### src/adxl_i2c_pkg.sv
// adxl i2c master shared types
package adxl_i2c_pkg;

	localparam int ADDR_W = 7;
	localparam int BURST_BYTES = 11;

	// first register of the burst
	localparam logic [7:0] REG_TEMP2 = 8'h06;

	typedef enum logic [1:0] {
		OP_RREG = 2'd0,
		OP_WREG = 2'd1,
		OP_HW   = 2'd2
	} op_t;

	// quarter-bit period is 2^(rate+2) clocks
	typedef enum logic [1:0] {
		RATE_3125K = 2'd0,
		RATE_1562K = 2'd1,
		RATE_781K  = 2'd2,
		RATE_390K  = 2'd3
	} rate_t;

	typedef enum logic [1:0] {
		BK_START = 2'd0,
		BK_WRITE = 2'd1,
		BK_READ  = 2'd2,
		BK_STOP  = 2'd3
	} byte_kind_t;

	typedef enum logic [3:0] {
		SQ_IDLE,
		SQ_START,
		SQ_ADDR_W,
		SQ_POINTER,
		SQ_WDATA,
		SQ_STOP_SET,
		SQ_RESTART,
		SQ_ADDR_R,
		SQ_READ,
		SQ_STOP
	} seq_state_t;

	typedef struct packed {
		byte_kind_t kind;
		logic [7:0] data;
		// nack after a read byte
		logic       ack_last;
		logic [3:0] slot;
	} byte_cmd_t;

	typedef struct packed {
		logic [7:0] data;
		logic       nack;
		logic [3:0] slot;
	} byte_rsp_t;

	typedef struct packed {
		op_t  op;
		logic ok;
	} txn_end_t;

	typedef struct packed {
		logic [31:0] temp;
		logic [31:0] accx;
		logic [31:0] accy;
		logic [31:0] accz;
	} sample_t;

endpackage

### src/i2c_bit_timer.sv
// i2c quarter-bit tick generator
`timescale 1ns/1ps

module i2c_bit_timer (
	input  logic                i_clk,
	input  logic                i_rst_n,
	input  adxl_i2c_pkg::rate_t i_rate,
	input  logic                i_run,
	output logic                o_tick
);

	adxl_i2c_pkg::rate_t rate_q;
	logic [4:0] cnt;
	logic [4:0] last;

	always_comb begin
		case (rate_q)
			adxl_i2c_pkg::RATE_3125K: last = 5'd3;
			adxl_i2c_pkg::RATE_1562K: last = 5'd7;
			adxl_i2c_pkg::RATE_781K:  last = 5'd15;
			default:                  last = 5'd31;
		endcase
	end

	// rate only follows the input between commands
	always_ff @(posedge i_clk or negedge i_rst_n) begin
		if (!i_rst_n) begin
			cnt <= 5'd0;
			rate_q <= adxl_i2c_pkg::RATE_390K;
		end else if (!i_run) begin
			cnt <= 5'd0;
			rate_q <= i_rate;
		end else if (cnt == last) begin
			cnt <= 5'd0;
		end else begin
			cnt <= cnt + 5'd1;
		end
	end

	assign o_tick = i_run && (cnt == last);

endmodule

### src/adxl_txn_sequencer.sv
// adxl transaction sequencer
`timescale 1ns/1ps

module adxl_txn_sequencer #(
	parameter logic [adxl_i2c_pkg::ADDR_W-1:0] DEV_ADDR = 7'h1D
) (
	input  logic                     i_clk,
	input  logic                     i_rst_n,
	input  logic                     i_start,
	input  adxl_i2c_pkg::op_t        i_op,
	input  logic [7:0]               i_reg_addr,
	input  logic [7:0]               i_w_data,
	input  logic                     i_drdy,
	input  logic                     i_eng_busy,
	input  logic                     i_rsp_stb,
	input  adxl_i2c_pkg::byte_rsp_t  i_rsp,
	output logic                     o_cmd_stb,
	output adxl_i2c_pkg::byte_cmd_t  o_cmd,
	output logic                     o_end_stb,
	output adxl_i2c_pkg::txn_end_t   o_end,
	output logic                     o_busy,
	output logic                     o_done,
	output logic                     o_nack
);

	adxl_i2c_pkg::seq_state_t state;
	adxl_i2c_pkg::op_t op_q;
	logic [7:0] reg_q;
	logic [7:0] wdata_q;
	logic [3:0] slot;
	logic [3:0] last_slot;
	logic [1:0] drdy_sync;
	logic issued;
	logic fail_q;
	logic start_req;

	assign last_slot = (op_q == adxl_i2c_pkg::OP_HW) ? 4'(adxl_i2c_pkg::BURST_BYTES - 1) : 4'd0;
	assign o_busy = (state != adxl_i2c_pkg::SQ_IDLE);
	assign o_done = o_end_stb;
	assign o_end = '{op: op_q, ok: !fail_q};

	always_ff @(posedge i_clk or negedge i_rst_n) begin
		if (!i_rst_n) begin
			drdy_sync <= 2'b00;
		end else begin
			drdy_sync <= {drdy_sync[0], i_drdy};
		end
	end

	// burst follows the data-ready level, cpu ops the start strobe
	always_comb begin
		case (i_op)
			adxl_i2c_pkg::OP_HW:   start_req = drdy_sync[1];
			adxl_i2c_pkg::OP_RREG: start_req = i_start;
			adxl_i2c_pkg::OP_WREG: start_req = i_start;
			default:               start_req = 1'b0;
		endcase
	end

	always_comb begin
		o_cmd = '{kind: adxl_i2c_pkg::BK_START, data: 8'h00, ack_last: 1'b0, slot: slot};
		case (state)
			adxl_i2c_pkg::SQ_ADDR_W: begin
				o_cmd.kind = adxl_i2c_pkg::BK_WRITE;
				o_cmd.data = {DEV_ADDR, 1'b0};
			end
			adxl_i2c_pkg::SQ_POINTER: begin
				o_cmd.kind = adxl_i2c_pkg::BK_WRITE;
				o_cmd.data = (op_q == adxl_i2c_pkg::OP_HW) ? adxl_i2c_pkg::REG_TEMP2 : reg_q;
			end
			adxl_i2c_pkg::SQ_WDATA: begin
				o_cmd.kind = adxl_i2c_pkg::BK_WRITE;
				o_cmd.data = wdata_q;
			end
			adxl_i2c_pkg::SQ_ADDR_R: begin
				o_cmd.kind = adxl_i2c_pkg::BK_WRITE;
				o_cmd.data = {DEV_ADDR, 1'b1};
			end
			adxl_i2c_pkg::SQ_READ: begin
				o_cmd.kind = adxl_i2c_pkg::BK_READ;
				o_cmd.ack_last = (slot == last_slot);
			end
			adxl_i2c_pkg::SQ_STOP_SET, adxl_i2c_pkg::SQ_STOP: begin
				o_cmd.kind = adxl_i2c_pkg::BK_STOP;
			end
			default: o_cmd.kind = adxl_i2c_pkg::BK_START;
		endcase
	end

	always_ff @(posedge i_clk) begin
		if (state == adxl_i2c_pkg::SQ_IDLE && start_req) begin
			reg_q <= i_reg_addr;
			wdata_q <= i_w_data;
		end
	end

	always_ff @(posedge i_clk or negedge i_rst_n) begin
		if (!i_rst_n) begin
			state <= adxl_i2c_pkg::SQ_IDLE;
			op_q <= adxl_i2c_pkg::OP_RREG;
			slot <= 4'd0;
			issued <= 1'b0;
			fail_q <= 1'b0;
			o_cmd_stb <= 1'b0;
			o_end_stb <= 1'b0;
			o_nack <= 1'b0;
		end else begin
			o_cmd_stb <= 1'b0;
			o_end_stb <= 1'b0;
			if (state == adxl_i2c_pkg::SQ_IDLE) begin
				if (start_req) begin
					state <= adxl_i2c_pkg::SQ_START;
					op_q <= i_op;
					slot <= 4'd0;
					fail_q <= 1'b0;
				end
			end else if (!issued) begin
				// one command per state, sent once the engine is free
				if (!i_eng_busy) begin
					o_cmd_stb <= 1'b1;
					issued <= 1'b1;
				end
			end else if (i_rsp_stb) begin
				issued <= 1'b0;
				if (i_rsp.nack)
					fail_q <= 1'b1;
				case (state)
					adxl_i2c_pkg::SQ_START: state <= adxl_i2c_pkg::SQ_ADDR_W;
					adxl_i2c_pkg::SQ_ADDR_W: begin
						state <= i_rsp.nack ? adxl_i2c_pkg::SQ_STOP : adxl_i2c_pkg::SQ_POINTER;
					end
					adxl_i2c_pkg::SQ_POINTER: begin
						if (i_rsp.nack)
							state <= adxl_i2c_pkg::SQ_STOP;
						else if (op_q == adxl_i2c_pkg::OP_WREG)
							state <= adxl_i2c_pkg::SQ_WDATA;
						else
							state <= adxl_i2c_pkg::SQ_STOP_SET;
					end
					adxl_i2c_pkg::SQ_WDATA: state <= adxl_i2c_pkg::SQ_STOP;
					adxl_i2c_pkg::SQ_STOP_SET: state <= adxl_i2c_pkg::SQ_RESTART;
					adxl_i2c_pkg::SQ_RESTART: state <= adxl_i2c_pkg::SQ_ADDR_R;
					adxl_i2c_pkg::SQ_ADDR_R: begin
						state <= i_rsp.nack ? adxl_i2c_pkg::SQ_STOP : adxl_i2c_pkg::SQ_READ;
					end
					adxl_i2c_pkg::SQ_READ: begin
						if (slot == last_slot)
							state <= adxl_i2c_pkg::SQ_STOP;
						else
							slot <= slot + 4'd1;
					end
					default: begin
						// final stop done
						state <= adxl_i2c_pkg::SQ_IDLE;
						o_end_stb <= 1'b1;
						o_nack <= fail_q;
					end
				endcase
			end
		end
	end

endmodule

### src/i2c_byte_engine.sv
// i2c start/stop and byte engine
`timescale 1ns/1ps

module i2c_byte_engine (
	input  logic                     i_clk,
	input  logic                     i_rst_n,
	input  logic                     i_tick,
	input  logic                     i_cmd_stb,
	input  adxl_i2c_pkg::byte_cmd_t  i_cmd,
	input  logic                     i_sda,
	output logic                     o_busy,
	output logic                     o_rsp_stb,
	output adxl_i2c_pkg::byte_rsp_t  o_rsp,
	output logic                     o_rsp_is_read,
	output logic                     o_scl_oe,
	output logic                     o_sda_oe
);

	adxl_i2c_pkg::byte_cmd_t cmd_q;
	logic [1:0] phase;
	logic [3:0] bit_cnt;
	logic [7:0] shift_q;
	logic [1:0] sda_sync;
	logic nack_q;
	logic is_byte;
	logic in_data;
	logic last_bit;

	assign is_byte = (cmd_q.kind == adxl_i2c_pkg::BK_WRITE) ||
		(cmd_q.kind == adxl_i2c_pkg::BK_READ);
	// bits 0..7 are data, bit 8 is the ack slot
	assign in_data = (bit_cnt < 4'd8);
	assign last_bit = !is_byte || (bit_cnt == 4'd8);

	assign o_rsp = '{data: shift_q, nack: nack_q, slot: cmd_q.slot};
	assign o_rsp_is_read = (cmd_q.kind == adxl_i2c_pkg::BK_READ);

	always_ff @(posedge i_clk or negedge i_rst_n) begin
		if (!i_rst_n) begin
			sda_sync <= 2'b11;
		end else begin
			sda_sync <= {sda_sync[0], i_sda};
		end
	end

	always_ff @(posedge i_clk or negedge i_rst_n) begin
		if (!i_rst_n) begin
			cmd_q <= '0;
			phase <= 2'd0;
			bit_cnt <= 4'd0;
			nack_q <= 1'b0;
			o_busy <= 1'b0;
			o_rsp_stb <= 1'b0;
			o_scl_oe <= 1'b0;
			o_sda_oe <= 1'b0;
		end else begin
			o_rsp_stb <= 1'b0;
			if (!o_busy) begin
				if (i_cmd_stb) begin
					o_busy <= 1'b1;
					cmd_q <= i_cmd;
					phase <= 2'd0;
					bit_cnt <= 4'd0;
					nack_q <= 1'b0;
				end
			end else if (i_tick) begin
				phase <= phase + 2'd1;
				// phase 1 only holds the low half of scl
				case (phase)
					2'd0: begin
						case (cmd_q.kind)
							adxl_i2c_pkg::BK_START: o_sda_oe <= 1'b0;
							adxl_i2c_pkg::BK_STOP: begin
								o_scl_oe <= 1'b1;
								o_sda_oe <= 1'b1;
							end
							adxl_i2c_pkg::BK_WRITE: begin
								o_scl_oe <= 1'b1;
								o_sda_oe <= in_data ? ~shift_q[7] : 1'b0;
							end
							default: begin
								o_scl_oe <= 1'b1;
								o_sda_oe <= in_data ? 1'b0 : ~cmd_q.ack_last;
							end
						endcase
					end
					2'd2: begin
						// start pulls sda with scl still high
						if (cmd_q.kind == adxl_i2c_pkg::BK_START)
							o_sda_oe <= 1'b1;
						else
							o_scl_oe <= 1'b0;
						if (cmd_q.kind == adxl_i2c_pkg::BK_WRITE && !in_data)
							nack_q <= sda_sync[1];
					end
					2'd3: begin
						if (cmd_q.kind == adxl_i2c_pkg::BK_STOP)
							o_sda_oe <= 1'b0;
						if (last_bit) begin
							o_busy <= 1'b0;
							o_rsp_stb <= 1'b1;
						end else begin
							bit_cnt <= bit_cnt + 4'd1;
						end
					end
					default: ;
				endcase
			end
		end
	end

	// msb first in both directions
	always_ff @(posedge i_clk) begin
		if (!o_busy && i_cmd_stb) begin
			shift_q <= (i_cmd.kind == adxl_i2c_pkg::BK_WRITE) ? i_cmd.data : 8'h00;
		end else if (o_busy && i_tick && in_data) begin
			if (cmd_q.kind == adxl_i2c_pkg::BK_WRITE && phase == 2'd0)
				shift_q <= {shift_q[6:0], 1'b0};
			else if (cmd_q.kind == adxl_i2c_pkg::BK_READ && phase == 2'd2)
				shift_q <= {shift_q[6:0], sda_sync[1]};
		end
	end

endmodule

### src/adxl_sample_assembler.sv
// adxl read byte store and sample format
`timescale 1ns/1ps

module adxl_sample_assembler (
	input  logic                     i_clk,
	input  logic                     i_rst_n,
	input  logic                     i_rsp_stb,
	input  logic                     i_rsp_is_read,
	input  adxl_i2c_pkg::byte_rsp_t  i_rsp,
	input  logic                     i_end_stb,
	input  adxl_i2c_pkg::txn_end_t   i_end,
	output logic [7:0]               o_reg_data,
	output adxl_i2c_pkg::sample_t    o_sample
);

	logic [7:0] slot_q [adxl_i2c_pkg::BURST_BYTES];

	// 20-bit left-justified axis value, sign-extended
	function automatic logic [31:0] axis_word(
		input logic [7:0] hi,
		input logic [7:0] mid,
		input logic [7:0] lo
	);
		axis_word = {{12{hi[7]}}, hi, mid, lo[7:4]};
	endfunction

	always_ff @(posedge i_clk) begin
		if (i_rsp_stb && i_rsp_is_read && (i_rsp.slot < 4'(adxl_i2c_pkg::BURST_BYTES)))
			slot_q[i_rsp.slot] <= i_rsp.data;
	end

	always_ff @(posedge i_clk or negedge i_rst_n) begin
		if (!i_rst_n) begin
			o_reg_data <= 8'h00;
			o_sample <= '0;
		end else if (i_end_stb && i_end.ok) begin
			if (i_end.op == adxl_i2c_pkg::OP_RREG) begin
				o_reg_data <= slot_q[0];
			end else if (i_end.op == adxl_i2c_pkg::OP_HW) begin
				// temp2 low nibble above temp1
				o_sample.temp <= {20'h00000, slot_q[0][3:0], slot_q[1]};
				o_sample.accx <= axis_word(slot_q[2], slot_q[3], slot_q[4]);
				o_sample.accy <= axis_word(slot_q[5], slot_q[6], slot_q[7]);
				o_sample.accz <= axis_word(slot_q[8], slot_q[9], slot_q[10]);
			end
		end
	end

endmodule

### src/adxl_i2c_top.sv
// adxl i2c master top
`timescale 1ns/1ps

module adxl_i2c_top #(
	parameter logic [adxl_i2c_pkg::ADDR_W-1:0] DEV_ADDR = 7'h1D
) (
	input  logic                   i_clk,
	input  logic                   i_rst_n,
	input  logic                   i_start,
	input  adxl_i2c_pkg::op_t      i_op,
	input  adxl_i2c_pkg::rate_t    i_rate,
	input  logic [7:0]             i_reg_addr,
	input  logic [7:0]             i_w_data,
	input  logic                   i_drdy,
	input  logic                   i_sda,
	output logic                   o_scl_oe,
	output logic                   o_sda_oe,
	output logic                   o_busy,
	output logic                   o_done,
	output logic                   o_nack,
	output logic [7:0]             o_reg_data,
	output adxl_i2c_pkg::sample_t  o_sample
);

	logic tick;
	logic eng_busy;
	logic cmd_stb;
	logic rsp_stb;
	logic rsp_is_read;
	logic end_stb;
	adxl_i2c_pkg::byte_cmd_t cmd;
	adxl_i2c_pkg::byte_rsp_t rsp;
	adxl_i2c_pkg::txn_end_t txn_end;

	// timer runs only while a command is on the bus
	i2c_bit_timer u_bit_timer (
		.i_clk   (i_clk),
		.i_rst_n (i_rst_n),
		.i_rate  (i_rate),
		.i_run   (eng_busy),
		.o_tick  (tick)
	);

	adxl_txn_sequencer #(
		.DEV_ADDR (DEV_ADDR)
	) u_sequencer (
		.i_clk      (i_clk),
		.i_rst_n    (i_rst_n),
		.i_start    (i_start),
		.i_op       (i_op),
		.i_reg_addr (i_reg_addr),
		.i_w_data   (i_w_data),
		.i_drdy     (i_drdy),
		.i_eng_busy (eng_busy),
		.i_rsp_stb  (rsp_stb),
		.i_rsp      (rsp),
		.o_cmd_stb  (cmd_stb),
		.o_cmd      (cmd),
		.o_end_stb  (end_stb),
		.o_end      (txn_end),
		.o_busy     (o_busy),
		.o_done     (o_done),
		.o_nack     (o_nack)
	);

	i2c_byte_engine u_byte_engine (
		.i_clk         (i_clk),
		.i_rst_n       (i_rst_n),
		.i_tick        (tick),
		.i_cmd_stb     (cmd_stb),
		.i_cmd         (cmd),
		.i_sda         (i_sda),
		.o_busy        (eng_busy),
		.o_rsp_stb     (rsp_stb),
		.o_rsp         (rsp),
		.o_rsp_is_read (rsp_is_read),
		.o_scl_oe      (o_scl_oe),
		.o_sda_oe      (o_sda_oe)
	);

	adxl_sample_assembler u_assembler (
		.i_clk         (i_clk),
		.i_rst_n       (i_rst_n),
		.i_rsp_stb     (rsp_stb),
		.i_rsp_is_read (rsp_is_read),
		.i_rsp         (rsp),
		.i_end_stb     (end_stb),
		.i_end         (txn_end),
		.o_reg_data    (o_reg_data),
		.o_sample      (o_sample)
	);

endmodule

### config.mk
export PLATFORM = sky130hd
export DESIGN_NAME = adxl_i2c_top
export DESIGN_NICKNAME = d
export VERILOG_FILES = /design/src/adxl_i2c_pkg.sv /design/src/i2c_bit_timer.sv /design/src/adxl_txn_sequencer.sv /design/src/i2c_byte_engine.sv /design/src/adxl_sample_assembler.sv /design/src/adxl_i2c_top.sv
export SDC_FILE = /design/constraint.sdc
export NUM_CORES = 1
export LEC_CHECK = 0
export BUFFER_PORTS_ARGS = -buffer_cell sky130_fd_sc_hd__buf_4
export CORE_MARGIN = 2
export CORE_UTILIZATION = 42
export CTS_BUF_LIST = sky130_fd_sc_hd__clkbuf_16
export CTS_CLUSTER_SIZE = 30
export DETAILED_ROUTE_END_ITERATION = 10
export GPL_TIMING_DRIVEN = 0
export PLACE_DENSITY = 0.72
export SLEW_MARGIN = 20
export SYNTH_ARGS = -nofsm -noshare
export SYNTH_HDL_FRONTEND = slang
export SYNTH_SLANG_ARGS = --single-unit
### constraint.sdc
create_clock -name i_clk -period 4.9 [get_ports i_clk]
set_input_delay 0.98 -clock i_clk [delete_from_list [all_inputs] [get_ports i_clk]]
set_output_delay 0.98 -clock i_clk [all_outputs]
set_load 0.01 [all_outputs]
==> flow_summary.toml <==
[critical_path]
cpLargestDelayFamily = "simple AND/OR/NAND/NOR gates"
rr_startpoint = "u_sequencer.state[2]"
ff2ff_path_depth = 7
rr_endpoint = "u_sequencer.state[0]"
worstPathMaxFanout = 9
crit_end = "o_busy"
crit_start = "u_sequencer.state[2]"
worstPathArrival_ns = 1.88
cp_slowest_stage_delay_ns = 0.52
cp_num_buf_inv = 3
required_ns = 3.92
cpMaxStageDelayCell = "nor4_4"
ff2ff_setup_slack_ns = 2.31
crit_chain = "clkbuf_2, nor4_4, inv_2, buf_4"
critPathCaptureType = "output port"
critPathLaunchType = "flop"
crit_cells = 4
criticalPathCategory = "flop to output port"

[synth]
netlist_area_um2 = 9040
synth.distinct_cells = 54
syn_area_per_cell_um2 = 14.3
seq_area_frac_synth_pct = 67.6
synth_area_leaders = "dfrtp_1 (33%), edfxtp_1 (33%), mux2_2 (11%), buf_4 (4.6%), ha_1 (1.8%)"
synth_top_cells_by_count = "dfrtp_1 (120), edfxtp_1 (100), mux2_2 (87)"
synth-warning-count = 0
ys.flop_type = "dfrtp_1"
yosysMostFrequentCell = "dfrtp_1"
synth_edf_count = 100
async_flop_share_pct = 55.4
synth_top_area_share_pct = 33.2
ys_ff_latch = 224
synth_cells = 631
yosys.area.top_type = "dfrtp_1"

[power_and_ir_drop]
p_sw_share_pct = 24.5
pwr-share-clk_pct = 40.2
internal-power_mw = 3.30
power_density_nw_per_um2 = 384
combPwrFrac_pct = 11.3
p_leak_nw = 5.30
ir_drop_mv = 0.252
p_seq_share_pct = 48.5
p_switching_mw = 1.07

[clock_network]
cts_resized = 0
hold_buffers = 0
cts_buffer_depth = 3
clk_latency_ns = 0.53
cts.clk_slew.worst_paths_ns = 0.06
cts_made_buffers = 25
htreeDepth = 1
cts_tree = "yes"
post_cts_buffers = 0
numClockSinks = 224
cts-root-buf = "clkbuf_16"

[place]
gp_routability_congestion = 0.860
hpwl_um = 12400
place_ws_ns = 2.15
postPlaceCellArea_um2 = 10600
portBuffers = 145

[detailed_routing]
detail_route.iter0.violations = 246
drt_wl_total_um = 18000
via_per_inst = 4.71
drc = 0
vias = 5266
ant_nets = 0
wl_per_cell_um = 16.2
drt_pass1_iterations = 4

[floorplan]
die_h_um = 151
floorplan.rows = 53
start_util_pct = 42.9
die_x_um = 151
fp.coreArea_um2 = 21100
dieArea_um2 = 22700
io_pins = 166

[timing]
tightest_slew_ns = 0.998
tns_ns = 0
hold_viol = 0
timing.final.ws_setup_ns = 2.04
final_max_slew_viol_count = 0
fin_crit_sh_pct = 58.3
finalClockSkew_ns = 0.0167
rsz0062_at_grt = "false"
slew_headroom_pct = 33.3
setup_viol = 0
fmax_ghz = 0.350
fin_crit_ns = 2.86

[global_routing]
overflow = 0
grt_pass1_wl_um = 28200
track_usage_pct = 16.0
grt_max_degree = 68
grt_pass1_vias = 5155
antenna_found_initial = 0

[min_path]
hold_class = "flop to flop"
hold_start = "u_sequencer.drdy_sync[0]"

[cells_and_area]
fin_nets = 861
multi_input_area_um2 = 2420
fillCellCount = 1769
seq_area_um2 = 6110
final_area_um2 = 11400
syn_to_final_growth_pct = 25.8
drive_gt1_share_pct = 41.8
antenna_cells = 0

[flow_run]
cap_viol_max_count = 0

[status]
status = "completed"
## layout make-up
| type | instances | share of cell area, % |
|---|---|---|
| sequential | 224 | 53.7 |
| tap | 275 | 3.03 |
| timing repair buffer | 146 | 9.88 |
| buffer | 76 | 4.61 |
| inverter | 19 | 0.627 |
| clock buffer | 25 | 5.50 |
| clock inverter | 21 | 1.36 |
| multi-input combinational | 331 | 21.3 |
## metrics by stage
stage	power (mW)	util (%)	instances	hold slack [ns]
2_1_floorplan	2.49	-	650	0.331
3_3_place_gp	2.63	50.0	1070	0.334
3_5_place_dp	2.65	50.2	1071	0.338
4_1_cts	4.41	53.9	1117	0.350
5_1_grt	4.57	53.9	1117	0.351
6_report	4.37	53.9	1117	0.347
## flip-flops by register name, indices dropped and copies added, names as in the netlist, 2 cells and up
signal                  count
u_bit_timer.rate_q          2
u_sequencer.drdy_sync       2
u_sequencer.state           4
u_byte_engine.o_rsp         4
u_bit_timer.cnt             5
u_assembler.o_reg_data      8
u_byte_engine.cmd_q         3
u_sequencer.op_q            2
u_byte_engine.shift_q       8
u_byte_engine.bit_cnt       4
u_sequencer.slot            4
u_sequencer.reg_q           8
u_sequencer.wdata_q         8
u_assembler.slot_q         76
u_byte_engine.phase         2
u_assembler.o_sample       72
u_byte_engine.sda_sync      2
## per-layer routing
metal	share of wire, %	routed length [um]	track usage (%)	up-vias
met1	44	7970	22.5	2533
met5	0	0	0	-
met2	48	8630	26.2	162
li1	-	-	-	2545
met3	6.1	1110	2.67	26
met4	1.9	342	3.88	0
## worst min-delay path by stage
stage	to	slack [ns]	cells past startpoint
2_1_floorplan	u_sequencer.drdy_sync[1]	0.33	0
3_3_place_gp	u_sequencer.drdy_sync[1]	0.33	0
3_5_place_dp	u_sequencer.drdy_sync[1]	0.34	0
4_1_cts	u_sequencer.drdy_sync[1]	0.35	0
5_1_grt	u_sequencer.drdy_sync[1]	0.35	0
6_report	u_sequencer.drdy_sync[1]	0.35	0
## cell usage in the layout (no fill, tap or decap), types with 3 or more instances in the layout
cell type / Yosys / final
clkinv_2: 0 / 6
a32oi_1: 3 / 3
clkbuf_16: 0 / 25
nor2_1: 36 / 36
clkinv_1: 0 / 7
nor3_2: 1 / 3
mux2_2: 87 / 87
conb_1: 1 / 20
clkbuf_1: 6 / 6
nand4_1: 5 / 5
xor2_1: 3 / 3
nand3_1: 7 / 7
nand2b_1: 7 / 7
a31oi_1: 4 / 4
nor2b_1: 7 / 7
mux2i_1: 7 / 7
edfxtp_1: 100 / 100
o21ai_0: 23 / 23
ha_1: 13 / 13
buf_4: 56 / 200
nand2_1: 42 / 42
xnor2_1: 4 / 4
buf_2: 10 / 10
nor3_1: 11 / 9
inv_1: 18 / 23
a21oi_1: 19 / 19
dfrtp_1: 120 / 120
dfstp_2: 4 / 4
## worst reg2reg max path: cells and delay by family, from the launching register on
family                 cells  cell delay [ns]
buffers and inverters      2             0.31
AND/OR/NAND/NOR            3             0.94
AO/OA/AOI/OAI              1             0.55
multiplexers               1             0.35
flip-flops                 1             0.35
## power by group through the flow
| stage | Sequential [mW] | Clock (mW) | Combinational [mW] |
|---|---|---|---|
| final | 2.12 | 1.76 | 0.493 |
| after global routing | 2.13 | 1.89 | 0.557 |
| after CTS | 2.12 | 1.80 | 0.497 |
| after detailed placement | 2.15 | 0 | 0.494 |
| after global placement | 2.15 | 0 | 0.481 |
| after floorplan | 2.14 | 0 | 0.347 |
## kinds of logic after synthesis
family / Yosys count / share of synthesized area [%]
AOI/OAI and AO/OA: 64 / 4.36
DFF: 224 / 67.6
other: 1 / 0.0415
and+or+nand+nor: 133 / 7.35
muxes: 94 / 11.6
buffers and inverters: 95 / 6.59
adders and majority gates: 13 / 1.80
xor gates and xnor gates: 7 / 0.678
Note: power is estimated with default switching activity, not from simulation.
